==> src/qr_iter_config.svh <==
`ifndef QR_ITER_CONFIG_SVH
`define QR_ITER_CONFIG_SVH

// Matrix geometry and fixed-point format
`define QR_N        4
`define QR_ELEM_W   32
`define QR_FRAC_W   24

// AXI4-Lite register map in byte offsets
`define QR_ADDR_W   9
`define QR_R_BASE   9'h000
`define QR_Q_BASE   9'h040
`define QR_A_BASE   9'h080
`define QR_U_BASE   9'h0C0
`define QR_D_BASE   9'h100
`define QR_CTRL     9'h110
`define QR_STATUS   9'h114

// CTRL and STATUS bit positions
`define QR_CMD_STEP     0
`define QR_CMD_FINISH   1
`define QR_CMD_CLEAR    2
`define QR_ST_BUSY      0
`define QR_ST_DONE      1

`endif

==> src/qr_iter_pkg.sv <==
`default_nettype none

`include "qr_iter_config.svh"

package qr_iter_pkg;

    typedef logic signed [`QR_ELEM_W-1:0]   elem_t;
    typedef logic signed [2*`QR_ELEM_W-1:0] prod_t;
    typedef logic [$clog2(`QR_N*`QR_N)-1:0] idx_t;
    typedef logic [`QR_ADDR_W-1:0]          axi_addr_t;
    typedef logic [`QR_ELEM_W-1:0]          axi_data_t;

    // Indexed as e[row][col]
    typedef struct packed {
        elem_t [`QR_N-1:0][`QR_N-1:0] e;
    } mat_t;

    typedef struct packed {
        elem_t [`QR_N-1:0] d;
    } diag_t;

    typedef enum logic {
        PROD_A = 1'b0,
        PROD_U = 1'b1
    } mm_sel_t;

    typedef struct packed {
        logic    valid;
        mm_sel_t sel;
        idx_t    idx;
    } mm_req_t;

    // Result tagged with the request that produced it
    typedef struct packed {
        logic    valid;
        mm_sel_t sel;
        idx_t    idx;
        elem_t   value;
    } mm_wb_t;

    typedef enum logic [2:0] {
        IDLE,
        ISSUE,
        DRAIN,
        COMMIT,
        SORT,
        DONE
    } ctrl_state_t;

endpackage

`default_nettype wire

==> src/qr_step_ctrl.sv <==
`timescale 1ns/1ps
`default_nettype none

module qr_step_ctrl
    import qr_iter_pkg::*;
(
    input  wire     CLK_QR,
    input  wire     GO_QR,
    input  wire     cmd_step,
    input  wire     cmd_finish,
    input  wire     cmd_clear,
    input  wire     sort_done,
    output mm_req_t req,
    output logic    commit,
    output logic    sort_start,
    output logic    busy,
    output logic    done
);

    ctrl_state_t state;
    logic [4:0]  cnt;

    always_ff @(posedge CLK_QR or negedge GO_QR)
    begin
        if (!GO_QR)
        begin
            state <= IDLE;
            cnt   <= '0;
        end
        else
        begin
            case (state)
                IDLE, DONE:
                begin
                    cnt <= '0;
                    if (cmd_step)
                        state <= ISSUE;
                    else if (cmd_finish)
                        state <= SORT;
                    else if (cmd_clear)
                        state <= IDLE;
                end
                ISSUE:
                begin
                    cnt <= cnt + 5'd1;
                    if (cnt == 5'd31)
                        state <= DRAIN;
                end
                // Last writeback lands here
                DRAIN:   state <= COMMIT;
                COMMIT:  state <= IDLE;
                SORT:
                begin
                    cnt <= cnt + 5'd1;
                    if (sort_done)
                        state <= DONE;
                end
                default: state <= IDLE;
            endcase
        end
    end

    // First 16 requests build A, the next 16 build U
    assign req.valid  = (state == ISSUE);
    assign req.sel    = mm_sel_t'(cnt[4]);
    assign req.idx    = cnt[3:0];
    assign commit     = (state == COMMIT);
    assign sort_start = (state == SORT) && (cnt == 5'd0);
    assign busy       = (state == ISSUE) || (state == DRAIN)
                        || (state == COMMIT) || (state == SORT);
    assign done       = (state == DONE);

endmodule

`default_nettype wire

==> config.mk <==
export PLATFORM = sky130hd
export DESIGN_NAME = qr_step_ctrl
export DESIGN_NICKNAME = d
export VERILOG_FILES = /design/src/qr_iter_pkg.sv /design/src/qr_step_ctrl.sv
export VERILOG_INCLUDE_DIRS = /design/src
export SDC_FILE = /design/constraint.sdc
export NUM_CORES = 1
export LEC_CHECK = 0
export BUFFER_PORTS_ARGS = -buffer_cell sky130_fd_sc_hd__buf_4
export CAP_MARGIN = 30
export CORE_AREA = 2 2 39 41
export CTS_BUF_LIST = sky130_fd_sc_hd__clkbuf_8
export DETAILED_ROUTE_END_ITERATION = 6
export DIE_AREA = 0 0 41 43
export GPL_TIMING_DRIVEN = 0
export PLACE_DENSITY_LB_ADDON = 0.3
export SKIP_LAST_GASP = 1
export SLEW_MARGIN = 20
export SYNTH_ARGS = -nofsm -noshare
export SYNTH_HDL_FRONTEND = slang
export SYNTH_SLANG_ARGS = --single-unit
export TNS_END_PERCENT = 5
==> constraint.sdc <==
create_clock -name CLK_QR -period 1.9 [get_ports CLK_QR]
set_clock_uncertainty 0.2 [all_clocks]
set_input_delay 0.38 -clock CLK_QR [delete_from_list [all_inputs] [get_ports CLK_QR]]
set_output_delay 0.38 -clock CLK_QR [all_outputs]
set_load 0.05 [all_outputs]
# Word-level counts from Yosys, hierarchy flattened
# Index checks and enable logic that the tools add are counted.
dict set report word_totals {
  register_bits 8
  inputBits 6
  output_inout_bits 10
  word_cells 29
}
dict set report classes {
  add_sub_neg 1
  n_eq_ne 9
  mux 7
  n_reduce_logical 10
}
# operator count
set op_table {}
lappend op_table {{$mux W3} 5}
lappend op_table {{$pmux W3 S4} 1}
lappend op_table {{$pmux W5 S2} 1}
lappend op_table {{$eq A3 B2 Y1 const B} 2}
lappend op_table {{$eq A3 B3 Y1 const B} 2}
lappend op_table {{$add A5 B1 Y5 const B} 1}
lappend op_table {{$eq A5 B5 Y1 const B} 1}
lappend op_table {{$logic_not A5 Y1} 1}
lappend op_table {{$ne A4 B4 Y1 const B} 1}
lappend op_table {{$reduce_or A2 Y1} 2}
lappend op_table {{$eq A3 B1 Y1 const B} 1}
lappend op_table {{$logic_not A3 Y1} 1}
lappend op_table {{$logic_or A1 B1 Y1} 3}
lappend op_table {{$reduce_and A3 Y1} 1}
lappend op_table {{$ne A2 B1 Y1 const B} 1}
lappend op_table {{$ne A2 B2 Y1 const B} 1}
lappend op_table {{$reduce_bool A2 Y1} 1}
lappend op_table {{$logic_and A1 B1 Y1} 1}

# Depth between registers and ports, before layout
# Gate-level depths: netlist of the first run.
dict set report depth {
  ltp_word 4
  depth_mapped 7
  depth_no_buf 7
}

# Worst setup path after synthesis of the first run
# No wires, ideal clock.
dict set report synth_timing {
  path_type {register to register}
  from {reg cnt[0]}
  to {reg state[0]}
  setup_time_ns 0.120
  arrival_time_ns 1.734
  required_ns 1.580
  setup_slack_ns -0.153
  path_stages_with_launch 6
  synth_period_minus_slack_ns 2.053
  path_cell_list {dfrtp_1 -> ha_1 -> and3_1 -> ha_1 -> or2b_2 -> a31o_1}
}
dict set report synth_between {
  elab_chain_cells 3
}
# element line
set synth_lines {}
lappend synth_lines {{from (decl)} qr_step_ctrl.sv:21} ;# logic [4:0] cnt;
lappend synth_lines {{from (signal assigned)} qr_step_ctrl.sv:45} ;# cnt <= cnt + 5'd1;
lappend synth_lines {{from (signal assigned)} qr_step_ctrl.sv:54} ;# cnt <= cnt + 5'd1;
lappend synth_lines {{$eq A5 B5 Y1} qr_step_ctrl.sv:46} ;# if (cnt == 5'd31)
lappend synth_lines {{$ne A2 B1 Y1 (no source line)} --}
lappend synth_lines {{$reduce_and A3 Y1 (no source line)} --}
lappend synth_lines {{to (signal assigned)} qr_step_ctrl.sv:47} ;# state <= DRAIN;
lappend synth_lines {{to (signal assigned)} qr_step_ctrl.sv:50} ;# DRAIN: state <= COMMIT;
lappend synth_lines {{to (signal assigned)} qr_step_ctrl.sv:51} ;# COMMIT: state <= IDLE;
lappend synth_lines {{to (decl)} qr_step_ctrl.sv:20} ;# ctrl_state_t state;
# Every way passes these cells.
# A chain may end at the register's enable or synchronous reset.

# Worst setup path after layout of the first run
dict set report layout_timing {
  from {reg state[2]}
  to {out sort_start}
}
dict set report layout_between {
  elab_chain_cells 2
}
# element line
set layout_lines {}
lappend layout_lines {{from (signal assigned)} qr_step_ctrl.sv:27} ;# state <= IDLE;
lappend layout_lines {{from (signal assigned)} qr_step_ctrl.sv:37} ;# state <= ISSUE;
lappend layout_lines {{from (signal assigned)} qr_step_ctrl.sv:39} ;# state <= SORT;
lappend layout_lines {{$eq A3 B3 Y1} qr_step_ctrl.sv:68} ;# assign sort_start = (state == SORT) && (cnt == 5'd0);
lappend layout_lines {{$logic_and A1 B1 Y1} qr_step_ctrl.sv:68}
lappend layout_lines {{to (decl)} qr_step_ctrl.sv:15} ;# output logic sort_start,
# Every way passes these cells.

==> impl_metrics.tcl, run 1 <==
set metrics [dict create \
    fin_ws_ns 0.0382 \
    ys_async_sr_fraction 1.00 \
    syn2layout_area_growth_pct 34.9 \
    grt_antenna_before_repair 0 \
    wirelength_um 1120 \
    maxSlewViolCount 0 \
    gr-total-overflow 0 \
    post-route-period-util 0.980 \
    cts_setup_buffers 0 \
    setup_viol 0 \
    p_leak_nw 0.370 \
    synth_top_area_cell "dfrtp_1" \
    clock_path_buffers 2 \
    route.vias.total 482 \
    yosys_most_used_dff "dfrtp_1" \
    hold_viol 0 \
    initial_core_util 0.410 \
    cts_tree "yes" \
    cp.required_ns 1.32 \
    final_net_count 94 \
    fp-row-count 14 \
    synthesis.nets 73 \
    dp.cells 95 \
    clock_latency_ns 0.23 \
    fp.dieH_um 43 \
    outcome "finished clean" \
    yosysSeqAreaShare 0.353 \
    layout_common_cells "buf_4 (14), nand2_1 (7), o21ai_0 (7)" \
    viasPerCell 4.87 \
    port_buffers 15 \
    syn_area_um2 567 \
    rsz0062_at_grt "true" \
    drt_iter0_markers 5 \
    cp_max_fo 6 \
    setup-tns-final_ns 0 \
    synth.area.top_cells "dfrtp_1 (35%), ha_1 (6.6%), o21ai_0 (6.2%)" \
    gp_congestion 0.715 \
    fmax_mhz 537 \
    die_x_um 41 \
    cp-end-kind "primary output" \
    synth_edf_count 0 \
    hold_class "in -> reg" \
    wl_per_cell_um 11.3 \
    drcViolationCount 0 \
    syn_inst 64 \
    hold-path-cell-count 3 \
    cts_htree_levels 1 \
    ios 16 \
    clkTransAtPathRegs_ns 0.04 \
    ys_ff_latch 8 \
    synth_cell_types 29 \
    hold_slack_ns 0.259 \
    cts_root_buf "clkbuf_8" \
    maxSlewHeadroom 0.813 \
    diodes 0 \
    synth_warnings 0 \
    tightest_slew_ns 0.280 \
    peakVddDrop_mv 0.664 \
    dieArea_um2 1760 \
    grt_pass1_vias 449 \
    ant_nets 0 \
    p_per_area_nw_per_um2 1460 \
    grt_max_degree 11 \
    crit_type "reg -> out" \
    r2r_cells 7 \
    max_cap_violations 0 \
    avgSynthCellArea_um2 8.86 \
    layout.cells.most_common "buf_4" \
    clock-sinks 8 \
    place_ws_ns 0.0709 \
    cp-start-kind "flip-flop" \
    drive_above_1_share 0.361 \
    yosys.area.top_type_share 0.353 \
    dp_hpwl_um 829 \
    drt-pass1-iter-count 4 \
    finalCriticalPeriod_ns 1.86 \
    layoutNonFillerInstCount 99 \
    grt.total_usage 0.147 \
    cp_data_arrival_time_ns 1.28 \
    design.core.area_um2 1380 \
    numCtsBuffers 3 \
    grt_first_pass_wirelength_um 1750 \
]
power by group:
part	internal (mW)	switching, mW	leakage, nW
clock network	0.137	0.0685	0.0216
logic	0.214	0.389	0.254
registers	0.238	0.0728	0.0940
synth_stat cells (2+ instances only):
master and instances:
xnor2_1 2, nor2_1 5, and2b_2 2, a21oi_1 3, nor3b_1 2, ha_1 3, nand2_1 7, buf_6 2
nor2b_1 2, dfrtp_1 8, o21ai_0 7, nand2b_1 3, inv_1 2
path summary, 6_finish.rpt:
kind	startpoint	to	slack, ns
min in group asynchronous	GO_QR	cnt[0]	0.31
worst min register to register	cnt[0]	cnt[0]	0.33
worst max-delay path	state[2]	sort_start	0.04
max in group asynchronous	GO_QR	state[1]	1.05
worst min-delay path	cmd_step	state[2]	0.26
worst max register to register	cnt[0]	state[0]	0.07
stage by stage:
step / cell area [µm²] / power [mW] / util
2_1_floorplan: 569 / 0.743 / -
3_3_place_gp: 702 / 0.908 / 0.507
3_5_place_dp: 702 / 0.913 / 0.507
4_1_cts: 759 / 1.13 / 0.549
5_1_grt: 764 / 1.19 / 0.552
6_report: 764 / 1.12 / 0.552
flip-flops by register name, indices dropped and copies added (netlist names):
| name | cells |
|---|---|
| state | 3 |
| cnt | 5 |
metal layers:
layer  vias to the layer above  wire, µm  track usage
met4                         0        29        0.100
met5                         -         0            0
met1                       212       531        0.196
met2                        13       495        0.203
met3                         3        64       0.0314
li1                        254         -            -
area by class of cell:
cell class              count  area (µm²)
fillers                   134         619
multi-input cells          50         324
clock buffers               3        41.3
inverters                   2        7.51
flip-flops and latches      8         204
plain buffers               4        37.5
well taps                  16        20.0
repair buffers             16         130
critical path, stage by stage (launching register included):
cell and delay [ns]:
dfrtp_1 0.32, clkbuf_4 0.17, nor3b_1 0.17, and4b_1 0.23, buf_6 0.16
logic make-up (layout without fill, tap and decap cells):
family | count (synthesis) | in the layout | share of synthesized area
buf+inv | 6 | 25 | 0.0751
flops | 8 | 8 | 0.353
compound gates | 15 | 15 | 0.155
mux | 1 | 1 | 0.0265
xor+xnor | 3 | 3 | 0.0464
fa+ha+maj | 3 | 3 | 0.0662
simple gates | 28 | 28 | 0.278
what timing repair did:
item                                    4_1_cts  5_1_grt
hold buffers                                  1        0
endpoints found under the setup margin        1        5
endpoints found under the hold margin         8        0
resized for setup                             2        2
pin swaps                                     0        0
Power figures use the tool's default switching activity.
==> inputs of run 2 (changes only) <==
- CTS_BUF_LIST: sky130_fd_sc_hd__clkbuf_8 -> not set
- clock period: 1.9 -> 2.1 ns (I/O delays scaled with it)
==> run 2 against run 1 <==
Via count rose by 7.1%. Sequential share of layout area rose by 0.49 points. Core utilization fell by 2.0 points. Total power fell by 15%. Cell count did not move. Global-route usage rose by 2.1 points. Final area fell by 3.6%. Routed wire length rose by 6.3%. Critical path depth did not move. Worst setup slack improved by 0.10 ns. Combinational power fell by 10%. Non-clock buffer count did not move.
==> impl_metrics.tcl, run 2 (synthesized netlist as in run 1, its figures left out) <==
set metrics [dict create \
    ant_nets 0 \
    hold_class "in -> reg" \
    top_layer "met4" \
    top_register "cnt" \
    hold_slack_ns 0.258 \
    grt_max_degree 11 \
    reg_top3 "cnt (5), state (3)" \
    final_cell_area_um2 737 \
    grt_antenna_before_repair 0 \
    clkTransAtPathRegs_ns 0.06 \
    utilization 0.533 \
    finalCriticalPeriod_ns 1.96 \
    syn2layout_area_growth_pct 30.0 \
    initial_core_util 0.410 \
    die_x_um 41 \
    cp_max_fo 6 \
    final_net_count 94 \
    p_total_mw 0.952 \
    setup-tns-final_ns 0 \
    route.vias.total 516 \
    wl_per_cell_um 12.0 \
    maxSlewHeadroom 0.825 \
    endpoint "sort_start" \
    max_stage_delay_ns 0.32 \
    worstSetupStartpoint "state[2]" \
    grt_pass1_vias 454 \
    grt_first_pass_wirelength_um 1930 \
    p_leak_nw 0.365 \
    path_depth 4 \
    clock-sinks 8 \
    worstReg2RegEnd "state[0]" \
    critPathTopFamily "simple AND/OR/NAND/NOR gates" \
    dp.cells 95 \
    fmax_mhz 510 \
    design.core.area_um2 1380 \
    layoutNonFillerInstCount 99 \
    largest_register_ffs 5 \
    clock_path_buffers 2 \
    max_cap_violations 0 \
    dpl_cell_area_um2 699 \
    viasPerCell 5.21 \
    drive_above_1_share 0.337 \
    dieArea_um2 1760 \
    fill_cells 133 \
    rsz0062_at_grt "false" \
    peakVddDrop_mv 0.761 \
    cp_data_arrival_time_ns 1.34 \
    cp-end-kind "primary output" \
    post-route-period-util 0.934 \
    path_buf_inv 2 \
    cts_tree "yes" \
    cts_root_buf "clkbuf_4" \
    worstPathCellList "clkbuf_2 -> nor3b_2 -> and4b_1 -> buf_4" \
    layout.cells.most_common "buf_4" \
    gp_congestion 0.750 \
    grt.total_usage 0.168 \
    port_buffers 15 \
    tightest_slew_ns 0.262 \
    rrSetupSlack_ns 0.25 \
    cp_slowest_cell "dfrtp_1" \
    gr-total-overflow 0 \
    numCtsBuffers 3 \
    diodes 0 \
    drt_iter0_markers 6 \
    ios 16 \
    hold_viol 0 \
    drt-pass1-iter-count 4 \
    cp.required_ns 1.48 \
    cp-start-kind "flip-flop" \
    fp-row-count 14 \
    wl_met2_um 563 \
    setup_viol 0 \
    p_per_area_nw_per_um2 1290 \
    layout_common_cells "buf_4 (16), dfrtp_1 (8), nand2_1 (7), o21ai_0 (7), nor2_1 (5)" \
    drcViolationCount 0 \
    met3_length_um 77 \
    crit_type "reg -> out" \
    clock_latency_ns 0.27 \
    place_ws_ns 0.248 \
    maxSlewViolCount 0 \
    outcome "finished clean" \
    r2r_cells 7 \
    cts_htree_levels 1 \
    wl_met1_um 527 \
    r2r-start "cnt[0]" \
    fin_ws_ns 0.138 \
    dp_hpwl_um 844 \
    fp.dieH_um 43 \
    cts_setup_buffers 0 \
    wirelength_um 1190 \
]
## run 2: cell counts in the layout (fill, tap and decap cells not counted)
Identical to the previous run, type by type.
## run 2: worst min-delay path by stage
stage	endpoint	slack [ns]	from	depth (start not counted)
floorplan	cnt[0]	-0.08	GO_QR	0
CTS	state[2]	0.26	cmd_clear	4
detailed placement	cnt[2]	0.05	GO_QR	1
global placement	cnt[2]	0.04	GO_QR	1
global route	state[2]	0.28	cmd_clear	4
finish	state[2]	0.26	cmd_clear	4
## run 2: layout make-up
| type | instances | area (µm²) | share of cell area |
|---|---|---|---|
| Inverter | 2 | 7.51 | 0.0102 |
| Tap cell | 16 | 20.0 | 0.0272 |
| Buffer | 4 | 35.0 | 0.0475 |
| Multi-Input combinational cell | 50 | 329 | 0.447 |
| Sequential cell | 8 | 200 | 0.272 |
| Timing Repair Buffer | 16 | 123 | 0.166 |
| Clock buffer | 3 | 22.5 | 0.0306 |
## run 2: repair_timing
action,in CTS,in global routing
gates resized for setup,0,1
hold endpoints to repair,8,0
hold buffers,1,0
endpoints found under the setup margin,0,1
## run 2: power breakdown
part           total, mW  switching, mW  internal (mW)
registers          0.282         0.0721          0.210
logic              0.543          0.353          0.190
clock network      0.127         0.0606         0.0660
## run 2: tightest hold or removal path, cell delays in order
cell	delay, ns
buf_4	0.08
nand2b_1	0.05
nand3b_1	0.08
a21oi_1	0.06
## run 2: per-layer routing
layer  vias up  GRT usage
met4         0      0.120
met5         -          0
li1        255          -
met1       242      0.219
met3         4     0.0471
met2        15      0.228
==> inputs of run 3 (changes only) <==
- ABC_CLOCK_PERIOD_IN_PS: not set -> 2100
- GPL_TIMING_DRIVEN: 0 -> not set
==> run 3 against run 2 <==
Combinational power decreased by 2%. Final area decreased by 3.2%. Non-clock buffer count decreased by 2. Cell count decreased by 2.0%. Clock-buffer cell count unchanged. Register-to-register slack improved by 0.06 ns. Global-route usage increased by 0.47 points. Critical path type unchanged. Critical endpoint unchanged.
==> impl_metrics.tcl, run 3 (synthesized netlist as in run 1, its figures left out) <==
set metrics [dict create \
    cp-end-kind "primary output" \
    swShare 0.515 \
    setup-tns-final_ns 0 \
    fill_cells 130 \
    comb_power_share 0.563 \
    max_cap_violations 0 \
    final_net_count 92 \
    design.core.area_um2 1380 \
    peakVddDrop_mv 0.657 \
    tightest_slew_ns 0.256 \
    layout.cells.most_common "buf_4" \
    die_x_um 41 \
    cp-start-kind "flip-flop" \
    finalCriticalPeriod_ns 1.96 \
    drt-pass1-iter-count 4 \
    clock_path_buffers 2 \
    wirelength_um 1180 \
    p_per_area_nw_per_um2 1320 \
    drt_iter0_markers 6 \
    cts_tree "yes" \
    ant_nets 0 \
    outcome "finished clean" \
    dpl_cell_area_um2 679 \
    setup_viol 0 \
    diodes 0 \
    reg_top3 "cnt (5), state (3)" \
    numCtsBuffers 3 \
    clock-sinks 8 \
    drcViolationCount 0 \
    rsz0062_at_grt "false" \
    grt_first_pass_wirelength_um 1990 \
    wl_per_cell_um 12.1 \
    route.vias.total 501 \
    fmax_mhz 511 \
    grt.total_usage 0.173 \
    maxSlewViolCount 0 \
    top_register "cnt" \
    cts_setup_buffers 0 \
    ios 16 \
    clkTransAtPathRegs_ns 0.06 \
    gr-total-overflow 0 \
    port_buffers 15 \
    cts_root_buf "clkbuf_4" \
    hold_viol 0 \
    cp_max_fo 6 \
    clock_latency_ns 0.27 \
    dieArea_um2 1760 \
    crit_type "reg -> out" \
    fp-row-count 14 \
    cp.required_ns 1.48 \
    grt_antenna_before_repair 0 \
    drive_above_1_share 0.321 \
    largest_register_ffs 5 \
    cts_htree_levels 1 \
    utilization 0.515 \
    layout_common_cells "buf_4 (17), nand2_1 (7), o21ai_0 (7), dfrtp_1 (7), nor2_1 (5)" \
    viasPerCell 5.16 \
    power_frac_clock 0.135 \
    p_sw_mw 0.486 \
    syn2layout_area_growth_pct 25.8 \
    fin_ws_ns 0.143 \
    cp_data_arrival_time_ns 1.34 \
    maxSlewHeadroom 0.829 \
    cell_internal_pwr_mw 0.457 \
    place_ws_ns 0.314 \
    grt_max_degree 15 \
    final_cell_area_um2 713 \
    p_leak_nw 0.351 \
    dp_hpwl_um 850 \
    initial_core_util 0.410 \
    seq_power_share 0.303 \
    gp_congestion 0.695 \
    hold_class "in -> reg" \
    grt_pass1_vias 472 \
    fp.dieH_um 43 \
    post-route-period-util 0.932 \
]
run 3: changes by cell type in the layout (fill, tap and decap cells not counted), sizes merged:
cell,change
buf,-1
clkbuf,-1
run 3: path summary, 6_finish.rpt:
check / depth (start not counted) / slack [ns] / end / start
worst min register to register: 2 / 0.35 / cnt[4] / cnt[4]
worst min-delay path: 4 / 0.26 / state[2] / cmd_clear
min in group asynchronous: 2 / 0.31 / cnt[3] / GO_QR
max in group asynchronous: 2 / 1.24 / state[0] / GO_QR
worst max-delay path: 3 / 0.14 / sort_start / cnt[2]
worst max register to register: 7 / 0.31 / state[0] / cnt[0]
run 3: layout make-up:
class | count | area (µm²) | area share
multi-input combinational | 50 | 324 | 0.454
sequential | 8 | 201 | 0.282
tap | 16 | 20.0 | 0.0281
inverter | 2 | 7.51 | 0.0105
timing repair buffer | 18 | 138 | 0.193
clock buffer | 3 | 22.5 | 0.0316
run 3: power by group through the flow:
stage | clock network, mW | registers (mW) | logic, mW
2_1_floorplan | 0 | 0.429 | 0.239
3_3_place_gp | 0 | 0.285 | 0.523
3_5_place_dp | 0 | 0.286 | 0.529
4_1_cts | 0.131 | 0.284 | 0.535
5_1_grt | 0.140 | 0.299 | 0.578
6_report | 0.127 | 0.285 | 0.531
run 3: layer usage:
metal,wire length (µm),global-route usage,share of wire
met1,526,0.218,0.45
met2,547,0.250,0.46
met3,74,0.0524,0.063
met4,29,0.100,0.025
met5,0,0,0
run 3: repair_timing:
item,CTS,global route
setup endpoints to repair,0,1
resized for setup,0,1
hold buffers,1,0
endpoints found under the hold margin,8,0
run 3: critical path, stage by stage (launching register included):
cell and delay [ns]:
dfrtp_1 0.42, nor3b_1 0.24, and4b_1 0.22, buf_4 0.19
run 3: stage by stage:
| step | cells | hold slack (ns) | power (mW) |
|---|---|---|---|
| after CTS | 97 | 0.263 | 0.950 |
| after global placement | 93 | 0.0449 | 0.809 |
| final | 97 | 0.261 | 0.943 |
| after floorplan | 64 | -0.0756 | 0.668 |
| after global routing | 97 | 0.279 | 1.02 |
| after detailed placement | 93 | 0.0454 | 0.815 |
