`src/qr_iter_config.svh`:
```
`ifndef QR_ITER_CONFIG_SVH
`define QR_ITER_CONFIG_SVH

// Matrix geometry and fixed-point format
`define QR_N        4
`define QR_ELEM_W   32
`define QR_FRAC_W   24

// AXI4-Lite register map in byte offsets
`define QR_ADDR_W   9
`define QR_R_BASE   9'h000
`define QR_Q_BASE   9'h040
`define QR_A_BASE   9'h080
`define QR_U_BASE   9'h0C0
`define QR_D_BASE   9'h100
`define QR_CTRL     9'h110
`define QR_STATUS   9'h114

// CTRL and STATUS bit positions
`define QR_CMD_STEP     0
`define QR_CMD_FINISH   1
`define QR_CMD_CLEAR    2
`define QR_ST_BUSY      0
`define QR_ST_DONE      1

`endif

```
`src/qr_iter_pkg.sv`:
```
`default_nettype none

`include "qr_iter_config.svh"

package qr_iter_pkg;

    typedef logic signed [`QR_ELEM_W-1:0]   elem_t;
    typedef logic signed [2*`QR_ELEM_W-1:0] prod_t;
    typedef logic [$clog2(`QR_N*`QR_N)-1:0] idx_t;
    typedef logic [`QR_ADDR_W-1:0]          axi_addr_t;
    typedef logic [`QR_ELEM_W-1:0]          axi_data_t;

    // Indexed as e[row][col]
    typedef struct packed {
        elem_t [`QR_N-1:0][`QR_N-1:0] e;
    } mat_t;

    typedef struct packed {
        elem_t [`QR_N-1:0] d;
    } diag_t;

    typedef enum logic {
        PROD_A = 1'b0,
        PROD_U = 1'b1
    } mm_sel_t;

    typedef struct packed {
        logic    valid;
        mm_sel_t sel;
        idx_t    idx;
    } mm_req_t;

    // Result tagged with the request that produced it
    typedef struct packed {
        logic    valid;
        mm_sel_t sel;
        idx_t    idx;
        elem_t   value;
    } mm_wb_t;

    typedef enum logic [2:0] {
        IDLE,
        ISSUE,
        DRAIN,
        COMMIT,
        SORT,
        DONE
    } ctrl_state_t;

endpackage

`default_nettype wire

```
`src/qr_eigen_sort.sv`:
```
`timescale 1ns/1ps
`default_nettype none

`include "qr_iter_config.svh"

module qr_eigen_sort
    import qr_iter_pkg::*;
(
    input  wire       CLK_QR,
    input  wire       GO_QR,
    input  wire       sort_start,
    input  wire mat_t r_mat,
    input  wire mat_t u_mat,
    output diag_t     sorted_d,
    output mat_t      sorted_e,
    output logic      sort_done
);

    diag_t      d_work;
    diag_t      d_nxt;
    mat_t       e_work;
    mat_t       e_nxt;
    logic       active;
    logic [2:0] step;
    logic [1:0] pos;
    logic [1:0] pos_nx;

    // Bubble order 0-1, 1-2, 2-3, 0-1, 1-2, 0-1
    always_comb
    begin
        case (step)
            3'd1, 3'd4: pos = 2'd1;
            3'd2:       pos = 2'd2;
            default:    pos = 2'd0;
        endcase
    end

    assign pos_nx = pos + 2'd1;

    // Strict compare keeps ties in place
    always_comb
    begin
        d_nxt = d_work;
        e_nxt = e_work;
        if (d_work.d[pos] > d_work.d[pos_nx])
        begin
            d_nxt.d[pos]    = d_work.d[pos_nx];
            d_nxt.d[pos_nx] = d_work.d[pos];
            for (int r = 0; r < `QR_N; r++)
            begin
                e_nxt.e[r][pos]    = e_work.e[r][pos_nx];
                e_nxt.e[r][pos_nx] = e_work.e[r][pos];
            end
        end
    end

    always_ff @(posedge CLK_QR or negedge GO_QR)
    begin
        if (!GO_QR)
        begin
            active    <= 1'b0;
            step      <= '0;
            sort_done <= 1'b0;
        end
        else
        begin
            sort_done <= 1'b0;
            if (sort_start)
            begin
                active <= 1'b1;
                step   <= '0;
            end
            else if (active)
            begin
                step <= step + 3'd1;
                if (step == 3'd5)
                begin
                    active    <= 1'b0;
                    sort_done <= 1'b1;
                end
            end
        end
    end

    always_ff @(posedge CLK_QR)
    begin
        if (sort_start)
        begin
            for (int i = 0; i < `QR_N; i++)
            begin
                d_work.d[i] <= r_mat.e[i][i];
            end
            e_work <= u_mat;
        end
        else if (active)
        begin
            d_work <= d_nxt;
            e_work <= e_nxt;
        end
    end

    assign sorted_d = d_work;
    assign sorted_e = e_work;

endmodule

`default_nettype wire

```
`config.mk`:
```
export PLATFORM = sky130hd
export DESIGN_NAME = qr_eigen_sort
export DESIGN_NICKNAME = d
export VERILOG_FILES = /design/src/qr_iter_pkg.sv /design/src/qr_eigen_sort.sv
export VERILOG_INCLUDE_DIRS = /design/src
export SDC_FILE = /design/constraint.sdc
export NUM_CORES = 1
export LEC_CHECK = 0
export BUFFER_PORTS_ARGS = -buffer_cell sky130_fd_sc_hd__buf_2
export CORE_AREA = 5 5 652 654
export CTS_CLUSTER_SIZE = 30
export DETAILED_ROUTE_END_ITERATION = 6
export DIE_AREA = 0 0 657 659
export GPL_TIMING_DRIVEN = 0
export HOLD_SLACK_MARGIN = 0.1
export MAX_ROUTING_LAYER = met4
export PLACE_DENSITY = 0.37
export SETUP_SLACK_MARGIN = 0.05
export SYNTH_ARGS = -nofsm -noshare
export SYNTH_HDL_FRONTEND = slang
export SYNTH_SLANG_ARGS = --single-unit
```
`constraint.sdc`:
```
create_clock -name CLK_QR -period 16 [get_ports CLK_QR]
set_input_delay 1.6 -clock CLK_QR [delete_from_list [all_inputs] [get_ports CLK_QR]]
set_output_delay 1.6 -clock CLK_QR [all_outputs]
set_load 0.02 [all_outputs]
```
**Word level (Yosys, flattened, before mapping)**

Index checks and enable logic that the tools add are counted.

- Memories kept: 0
- Bits in read-only memories: 0
- Bits in registers: 645
- Bits of input ports: 1,027
- Output and inout port bits: 641
- RAM bits: 0
- Latch bits: 0
- Word-level logic and storage cells: 89

- Add/sub/neg operators: 2
- Reductions and logical operators: 6
- Muxes and demuxes: 49
- Bitwise gates (word level): 0
- $lt $le $gt $ge: 5
- Eq/ne operators: 4
- Shifts and indexed selects: 0
- Divide/modulo/power cells: 0
- $mul: 0

Operators with widths:

| kind | count |
|---|---|
| 512-bit 2-to-1 mux | 3 |
| 128-bit bitwise mux | 10 |
| 32-bit binary-select mux with 2-bit select | 10 |
| 128-bit 2-to-1 mux | 3 |
| 32-bit 2-to-1 mux | 12 |
| 32-bit demux with 2-bit select | 2 |
| 32-bit > comparator | 1 |
| 3-bit equality test, second input constant | 2 |
| 2-bit by 3-bit < comparator with 1-bit output, second input constant | 2 |
| 1-bit 2-to-1 mux | 6 |
| 3-bit 2-to-1 mux | 2 |
| 2-bit by 1-bit >= comparator with 1-bit output, second input constant | 2 |
| 2-bit case mux with 2 select lines | 1 |
| 2-bit nonzero test | 2 |
| 3-bit by 1-bit adder with 3-bit output, second input constant | 1 |
| 3-bit by 1-bit equality test with 1-bit output, second input constant | 1 |
| 3-bit by 2-bit equality test with 1-bit output, second input constant | 1 |
| 2-bit by 1-bit adder with 2-bit output, second input constant | 1 |
| 1-bit logical AND | 2 |
| 2-bit AND reduction | 1 |
| 2-bit OR reduction | 1 |

**Depth between registers and ports, before layout**

Gate-level depths: netlist of the first run.

- Depth after elaboration: 12
- Gate-level depth with buffers: 17
- Gate-level depth less buffers: 15

**Worst setup path after synthesis of the first run**

Ideal clock, no wire load.

- Path kind: reg2reg
- From: reg step[1]
- To: reg d_work (netlist bit sorted_d[0]) (enable)
- Data arrival time: 10,768 ps
- Stages on the path, launching flop included: 16
- Path buffers: 1
- Required time: 15,300 ps
- Slack: 4,533 ps
- Setup time: 700 ps
- Clock period less this slack: 11,467 ps
- Cells stage by stage: dfrtp_1 inv_1 ha_1 mux2_4 clkinv_1 ha_1 nor3b_2 clkbuf_1 mux4_2 ha_1 nand4_1 nor3_1 and3_1 o221ai_1 and3_4 o21ai_1

- Longest elaborated chain between the ends: 9
- Elaborated cells on any way between the ends: 13
- Those cells by class: add/sub: 1; order compare: 1; eq/ne: 3; mux: 5; reduce/logical: 3

Ends and longest elaborated chain:

| element | line | text |
|---|---|---|
| from (decl) | qr_eigen_sort.sv:24 | `logic [2:0] step;` |
| from (signal assigned) | qr_eigen_sort.sv:75 | `step <= step + 3'd1;` |
| 3-bit by 1-bit equality test with 1-bit output or 3-bit equality test (tied branches) | qr_eigen_sort.sv:31 | `case (step)` |
| 2-bit OR reduction | qr_eigen_sort.sv:31 |  |
| 2-bit case mux with 2 select lines * | qr_eigen_sort.sv:31 |  |
| 2-bit by 1-bit adder with 2-bit output | qr_eigen_sort.sv:38 | `assign pos_nx = pos + 2'd1;` |
| 32-bit binary-select mux with 2-bit select | qr_eigen_sort.sv:45 | `if (d_work.d[pos] > d_work.d[pos_nx])` |
| 32-bit 2-to-1 mux (not written as such) | qr_eigen_sort.sv:45 |  |
| 32-bit > comparator * | qr_eigen_sort.sv:45 |  |
| 2-bit nonzero test (no line) * | -- |  |
| 2-bit AND reduction (no line) * | -- |  |
| to (signal assigned) | qr_eigen_sort.sv:97 | `d_work <= d_nxt;` |
| to (decl) | qr_eigen_sort.sv:19 | `diag_t d_work;` |

Mark *: on every way between the ends. The rest lies on a longest branch, timed or not. The select of a mux whose other input is x is not followed.
A chain may end at the register's enable or synchronous reset.

**Final worst setup path of the first run**

- From: reg step[1]
- To: reg e_work (netlist bit sorted_e[323]) (enable)

- Longest elaborated chain between the ends: 9
- Elaborated cells on any way between the ends: 13
- Those cells by class: add/sub: 1; order compare: 1; eq/ne: 3; mux: 5; reduce/logical: 3

Ends and longest elaborated chain:

| element | line | text |
|---|---|---|
| 3-bit by 1-bit equality test with 1-bit output or 3-bit equality test (tied branches) | qr_eigen_sort.sv:31 |  |
| 2-bit OR reduction | qr_eigen_sort.sv:31 |  |
| 2-bit case mux with 2 select lines * | qr_eigen_sort.sv:31 |  |
| 2-bit by 1-bit adder with 2-bit output | qr_eigen_sort.sv:38 |  |
| 32-bit binary-select mux with 2-bit select | qr_eigen_sort.sv:45 |  |
| 32-bit 2-to-1 mux (not written as such) | qr_eigen_sort.sv:45 |  |
| 32-bit > comparator * | qr_eigen_sort.sv:45 |  |
| 2-bit nonzero test (no line) * | -- |  |
| 2-bit AND reduction (no line) * | -- |  |
| to (signal assigned) | qr_eigen_sort.sv:93 | `e_work <= u_mat;` |
| to (signal assigned) | qr_eigen_sort.sv:98 | `e_work <= e_nxt;` |
| to (decl) | qr_eigen_sort.sv:21 | `mat_t e_work;` |

Marked as above.

==> implementation parameters, run 1 <==
Parameter                              Value

Pwr
  Reported leakage power    20.6 nW
  Post-layout total power    12.6 mW
  Pwr Density    218 nW/µm²
  VDD IR-drop max    0.100 mV

STA
  Setup repair after global routing missed its margin    false
  Post-route clock period utilization    62.9%
  Number of max-slew violations in the final report    12
  Summed negative setup slack over all endpoints    0 ns
  Setup ws final    5.93 ns
  Rel. slew slack    -4.77%
  Post-layout min period    10.07 ns
  Final hold violations    0
  Count of endpoints failing setup in the final report    0
  Final worst clock skew    0.0798 ns
  Worst-margin pin slew    1.57 ns
  Timing-limited maximum frequency    99.3 MHz
  Worst-case hold slack    0.580 ns

Yosys
  Adder-cell share of the synthesized area    1.29%
  Xor/xnor cell area share of the yosys netlist    0.0662%
  Register area share after synthesis    48.7%
  Syn Inst Count    3,410
  Synthesized area per cell    11.6 µm²
  Syn Std Cell Area    39,700 µm²
  Nets in the synthesized netlist    4,478
  Portion of netlist area occupied by mux cells    18.3%
  Number of distinct standard cells referenced by the synthesized netlist    42
  Simple-gate share of the synthesized area    6.67%
  Ys Warns    0
  Count of state elements after synthesis    645
  Compound-gate portion of the synthesized area    20.7%
  Combinational family with the most area after synthesis    compound AO/OA/AOI/OAI gates

Worst setup path
  Max Fanout on Critical Path    19
  Worst Reg-to-Reg Cells    21
  Crit path DAT    10.54 ns
  Worst reg2reg setup slack    5.93 ns
  Category of the critical setup timing path    reg2reg
  Capture point of the worst reg-to-reg path    sorted_e[323]
  Endpoint required time on the critical path    16.47 ns
  Critical path endpoint category    flop
  FF-to-FF Start    step[1]
  Worst setup SP type    flop

Clocking
  Clock slew at reported path FFs    0.06 ns
  Total number of H-tree levels    3
  Setup fix buffers added after clock tree synthesis    0
  Clock latency reported for the late side of the worst-skew pair    0.85 ns
  TritonCTS clock tree    built
  Number of CTS-inserted buffers    100
  Sink count of the clock tree    645
  Clock tree root driver cell    clkbuf_16
  PostCTS Resize Cnt    0
  Buffers from clock root to sink, at most    4
  Number of hold buffers added after CTS    0

Routing
  Final antenna-violating net count    0
  Per-cell routed wire length    36.8 µm
  Routed vias/inst    4.12
  First DRT Iteration DRCs    5,624
  Post-detailed-route DRC marker count    0
  Routed via count    43,500
  Initial DRT Pass Iterations    6
  Total Routed Length    388,000 µm

Run
  Number of violations of the max-capacitance limit    1

Layout
  Share of layout cells above drive strength 1    38.2%
  Count of placed standard cells in the final layout, fillers left out    10,600
  Count of nets after finishing    5,918
  Final Cell Area    57,700 µm²
  Layout-stage area growth over the synthesis result    45.2%
  Utilization of the core after routing    13.8%

Outcome
  Failing checks    max-capacitance violations, max-slew violations
  Outcome    finished with violations

Global routing
  Largest net degree at the start of global routing    22
  Antenna violations before repair    167
  Wire length of the first global-routing pass    487,000 µm
  Number of global-route vias before repair    42,000
  GRT Resource Usage Total    17.5%
  Grt total ovfl    0

Floorplanning
  Die extent in y    659 µm
  Starting density of the core    9.48%
  Row cnt    238
  Floorplan die area    433,000 µm²
  Area of the core    419,000 µm²
  Die span in x    657 µm
  Ports    1,668

Place
  Final weighted congestion of routability-driven global placement    0.990
  Number of cells in the design after placement    10,300
  Cell Area, Placed    54,300 µm²
  Detailed placement HPWL    326,000 µm
  Port buffer count    1,282
  Setup slack at placement    5.91 ns

Min path
  Hold/Removal Path Class    in2async
-- critical path, stage by stage, from the launching register on --
cell and delay [ns]:
dfrtp_1 0.41, inv_1 0.13, ha_1 0.19, mux2_4 0.24, clkinv_1 0.80, ha_1 0.61, nor3b_4 0.48, buf_8 0.20
clkbuf_1 1.14, mux4_2 0.50, ha_1 0.52, nand4_1 0.13, nor2_1 0.87, o2111ai_1 0.59, and3_1 0.51, and3_4 0.28
o21ai_4 0.65, buf_12 0.27, buf_12 0.22, buf_12 0.22, buf_12 0.23, buf_12 0.22
-- how the worst max path moves through the flow --
stage | startpoint | endpoint | slack, ns | cells after the start
2_1_floorplan | step[1] | sorted_d[0] | 4.53 | 15
3_3_place_gp | step[1] | sorted_e[322] | -12.61 | 15
3_5_place_dp | step[1] | sorted_e[323] | 5.91 | 21
4_1_cts | step[1] | sorted_e[323] | 5.80 | 21
5_1_grt | step[1] | sorted_e[323] | 5.73 | 21
6_report | step[1] | sorted_e[323] | 5.93 | 21
-- synthesized netlist by cell type, drive strengths merged --
library cell | count | area (µm²)
nand2 | 649 | 2440
o21ai | 646 | 3230
a22oi | 640 | 4800
edfxtp | 640 | 19200
mux4 | 320 | 7210
clkbuf | 302 | 1130
buf | 56 | 412
ha | 41 | 513
inv | 37 | 139
a21oi | 12 | 60.1
nor2 | 12 | 45.0
a21o | 5 | 37.5
dfrtp | 5 | 125
nand3 | 5 | 25.0
nand4 | 5 | 31.3
nor2b | 5 | 31.3
or2 | 4 | 25.0
and3 | 3 | 23.8
a2111oi | 2 | 17.5
mux2i | 2 | 32.5
nor3 | 2 | 10.0
o211ai | 2 | 15.0
xnor2 | 2 | 17.5
a211oi | 1 | 7.51
a21boi | 1 | 7.51
a221oi | 1 | 8.76
a31oi | 1 | 6.26
clkinv | 1 | 3.75
mux2 | 1 | 15.0
nand2b | 1 | 6.26
nor3b | 1 | 12.5
o2111ai | 1 | 8.76
o21a | 1 | 7.51
o221ai | 1 | 8.76
o311ai | 1 | 8.76
xor2 | 1 | 8.76
-- cells in the final DEF, fill, tap and decap left out, types with 17 or more instances in the layout --
cell type  instances
o21ai_0          640
diode_2          105
edfxtp_1         640
clkbuf_16        101
clkinv_1          17
mux4_2           320
buf_6             19
ha_1              41
inv_1             37
clkbuf_2          24
buf_12            43
buf_2           1299
nand2_1          649
a22oi_1          640
clkbuf_1         300
-- routing by layer --
metal / track usage (%) / share of wire, % / wire length [µm] / vias to the layer above
met5: - / 0 / 0 / -
li1: - / - / - / 16700
met4: 7.20 / 5.1 / 20000 / 0
met3: 4.28 / 8.3 / 32300 / 509
met2: 27.1 / 45 / 175000 / 3289
met1: 21.8 / 41 / 161000 / 23000
-- logic make-up after synthesis --
family	count (synthesis)
AO/OA/AOI/OAI	1315
XOR/XNOR	3
adder cells (fa/ha/maj)	41
buffers and inverters	396
flip-flops	645
multiplexers	323
AND/OR/NAND/NOR	687
-- report_power, final --
group	leakage [nW]	switching [mW]	internal (mW)
logic	12.4	4.57	2.08
registers	6.69	0.785	2.89
clock network	1.50	0.971	1.27
total	20.6	6.33	6.24
-- registers in the layout (all words and copies together) (netlist names) --
register / cells
active: 1
sort_done: 1
sorted_d: 128
sorted_e: 512
step: 3
-- area by class of cell --
type                            instances  area [µm²]
Tap cell                             5520        6910
Sequential cell                       645       19300
Inverter                               38         143
Fill cell                           47600      361000
Buffer                                358        1580
Clock buffer                          123        2610
Clock inverter                         55         482
Multi-Input combinational cell       2369       18700
Timing Repair Buffer                 1338        7610
Antenna cell                          105         263
(Power assumes the default switching activity.)
==> run 2, diff against run 1 <==
==> constraint.sdc (replaced) <==
create_clock -name CLK_QR -period 10 [get_ports CLK_QR]
set_input_delay 1 -clock CLK_QR [delete_from_list [all_inputs] [get_ports CLK_QR]]
set_output_delay 1 -clock CLK_QR [all_outputs]
set_load 0.02 [all_outputs]
==> run 2 against run 1 <==
The flow now finishes without violations. Routed wire length hardly changed. Highest routed layer unchanged. Clock power up 60%. Critical path depth did not move.
==> implementation parameters, run 2 (same netlist as run 1, synthesis figures left out) <==
Parameter                              Value

Pwr
  Internal power summed over all cells    9.99 mW (was 6.24 mW)
  VDD IR-drop max    0.162 mV (was 0.100 mV)
  Combinational share of power    52.9% (about the same)
  Clock network power share    17.8% (about the same)
  Proportion of total power due to net switching    50.3% (about the same)
  NetSw    10.1 mW (was 6.33 mW)
  Reported leakage power    20.6 nW (about the same)
  Pwr Density    349 nW/µm² (was 218 nW/µm²)
  Portion of total power attributed to sequential cells    29.3% (about the same)

Place
  Detailed placement HPWL    326,000 µm (unchanged)
  Port buffer count    1,282 (unchanged)
  Number of cells in the design after placement    10,300 (unchanged)
  Setup slack at placement    -0.0906 ns (was 5.91 ns)
  Final weighted congestion of routability-driven global placement    0.990 (unchanged)
  Cell Area, Placed    54,300 µm² (unchanged)

Clocking
  Setup fix buffers added after clock tree synthesis    0 (unchanged)
  Buffers from clock root to sink, at most    4 (unchanged)
  TritonCTS clock tree    built (unchanged)
  Clock latency reported for the late side of the worst-skew pair    0.85 ns (about the same)
  Clock tree root driver cell    clkbuf_16 (unchanged)
  Clock slew at reported path FFs    0.06 ns (about the same)
  Sink count of the clock tree    645 (unchanged)
  Total number of H-tree levels    3 (unchanged)
  Number of CTS-inserted buffers    100 (unchanged)

STA
  Post-route clock period utilization    97.6% (was 62.9%)
  Post-layout min period    9.76 ns (was 10.07 ns)
  Timing-limited maximum frequency    102 MHz (was 99.3 MHz)
  Final worst clock skew    0.0876 ns (was 0.0798 ns)
  Setup ws final    0.236 ns (was 5.93 ns)
  Setup repair after global routing missed its margin    false (unchanged)
  Worst-case hold slack    0.427 ns (was 0.580 ns)
  Summed negative setup slack over all endpoints    0 ns (unchanged)
  Final hold violations    0 (unchanged)
  Number of max-slew violations in the final report    0 (was 12)
  Count of endpoints failing setup in the final report    0 (unchanged)
  Rel. slew slack    4.41% (was -4.77%)
  Worst-margin pin slew    1.43 ns (was 1.57 ns)

Outcome
  Outcome    finished clean (was finished with violations)

Global routing
  Number of global-route vias before repair    42,000 (about the same)
  Antenna violations before repair    166 (was 167)
  Grt total ovfl    0 (unchanged)
  GRT Resource Usage Total    17.5% (about the same)
  Wire length of the first global-routing pass    487,000 µm (about the same)
  Largest net degree at the start of global routing    22 (unchanged)

Worst setup path
  Critical path endpoint category    flop (unchanged)
  Cell mode on critical path    buf_12 (unchanged)
  Buffering stage count on the worst path with inverters included    9 (unchanged)
  Endpoint required time on the critical path    10.47 ns (was 16.47 ns)
  Category of the critical setup timing path    reg2reg (unchanged)
  Critical path, cell by cell    inv_1 > ha_1 > mux2_4 > clkinv_1 > ha_1 > nor3b_4 > buf_8 > clkbuf_2 > mux4_2 > ha_1 > nand4_1 > nor2_1 > o2111ai_1 > and3_1 > and3_4 > o21ai_4 > buf_12 > buf_12 > buf_12 > buf_12 > buf_12 (was inv_1 > ha_1 > mux2_4 > clkinv_1 > ha_1 > nor3b_4 > buf_8 > clkbuf_1 > mux4_2 > ha_1 > nand4_1 > nor2_1 > o2111ai_1 > and3_1 > and3_4 > o21ai_4 > buf_12 > buf_12 > buf_12 > buf_12 > buf_12)
  Max Fanout on Critical Path    19 (unchanged)
  Crit path DAT    10.24 ns (was 10.54 ns)
  Largest stage delay, worst path    0.85 ns (was 1.14 ns)
  Worst setup SP type    flop (unchanged)
  Cell with the largest stage delay on the worst path    nor2_1 (was clkbuf_1)
  CP top delay family    buffers and inverters (unchanged)

Run
  Number of violations of the max-capacitance limit    0 (was 1)

Routing
  Final antenna-violating net count    0 (unchanged)
  Routed via count    43,400 (was 43,500)
  Routed vias/inst    4.12 (about the same)
  First DRT Iteration DRCs    5,730 (was 5,624)
  Per-cell routed wire length    36.8 µm (about the same)
  Initial DRT Pass Iterations    6 (unchanged)
  Total Routed Length    388,000 µm (about the same)
  Post-detailed-route DRC marker count    0 (unchanged)

Layout
  Layout-stage area growth over the synthesis result    45.2% (about the same)
  Filler cell count in the final layout    47,600 (about the same)
  Final Cell Area    57,700 µm² (about the same)
  Count of nets after finishing    5,918 (unchanged)
  Share of layout cells above drive strength 1    38.2% (unchanged)
  Area taken by multi-input logic gates    18,700 µm² (unchanged)
  Flip-flop count of the largest register after layout    512 (unchanged)
  Commonest cells after routing, fill and taps aside    1,299 x buf_2, 649 x nand2_1, 640 x o21ai_0, 640 x a22oi_1, 640 x edfxtp_1 (unchanged)
  Register cell area after layout    19,300 µm² (unchanged)
  Count of placed standard cells in the final layout, fillers left out    10,500 (was 10,600)
  Most common cell after layout, fill and taps aside    buf_2 (unchanged)

Floorplanning
  Die span in x    657 µm (unchanged)
  Die extent in y    659 µm (unchanged)
  Ports    1,668 (unchanged)
  Row cnt    238 (unchanged)
  Area of the core    419,000 µm² (unchanged)
  Starting density of the core    9.48% (unchanged)
  Floorplan die area    433,000 µm² (unchanged)

Min path
  Hold/Removal Path Class    in2reg (was in2async)
==> run 2: changes by cell type in the layout (fill, tap and decap cells not counted), sizes merged <==
cell,delta
diode,-5
clkbuf,-1
dlygate4sd3,+1
==> run 2: layout make-up <==
cell class / count / share of cell area [%]
Clock inverter: 55 / 0.836
Timing Repair Buffer: 1339 / 13.2
Clock buffer: 123 / 4.53
Sequential cell: 645 / 33.6
Inverter: 38 / 0.247
Tap cell: 5520 / 12.0
Buffer: 357 / 2.73
Antenna cell: 100 / 0.434
Multi-Input combinational cell: 2369 / 32.5
==> run 2: timing repair <==
item                                    in CTS  in global routing
hold endpoints to repair                     5                  0
hold buffers                                 1                  0
resized for setup                            1                  0
endpoints found under the setup margin      53                  0
==> run 2: final timing paths <==
| check | from | endpoint | slack, ns | depth (start not counted) |
|---|---|---|---|---|
| max | step[1] | sorted_e[323] | 0.24 | 21 |
| min reg2reg | step[1] | step[1] | 0.60 | 2 |
| min in group asynchronous | GO_QR | active | 0.66 | 2 |
| max in group asynchronous | GO_QR | step[2] | 9.21 | 2 |
| min | r_mat[487] | sorted_d[103] | 0.43 | 3 |
| max reg2reg | step[1] | sorted_e[323] | 0.24 | 21 |
==> run 2: power groups by stage <==
stage	logic [mW]	clock network (mW)	registers (mW)
finish	10.6	3.59	5.88
global route	11.0	3.75	5.95
CTS	10.7	3.67	5.83
detailed placement	10.6	0	5.84
global placement	8.49	0	5.83
floorplan	3.95	0	7.01
==> run 2: layer usage <==
layer | vias to the layer above | share of wire [%] | GRT usage [%]
li1 | 16700 | - | -
met2 | 3212 | 45 | 27.1
met4 | 0 | 5.2 | 7.07
met5 | - | 0 | -
met3 | 548 | 8.3 | 4.28
met1 | 23000 | 41 | 21.8
==> run 2: worst reg2reg max path, cell delays in order (launching register included) <==
cell       delay [ns]
dfrtp_1          0.41
inv_1            0.13
ha_1             0.19
mux2_4           0.24
clkinv_1         0.80
ha_1             0.63
nor3b_4          0.56
buf_8            0.32
clkbuf_2         0.66
mux4_2           0.51
ha_1             0.52
nand4_1          0.14
nor2_1           0.85
o2111ai_1        0.62
and3_1           0.53
and3_4           0.29
o21ai_4          0.69
buf_12           0.27
buf_12           0.26
buf_12           0.26
buf_12           0.27
buf_12           0.24
==> run 2: stage by stage <==
stage	total power, mW	util, %
6_report	20.1	13.8
5_1_grt	20.7	13.8
4_1_cts	20.2	13.7
3_5_place_dp	16.5	13.0
3_3_place_gp	14.3	12.7
2_1_floorplan	11.0	-
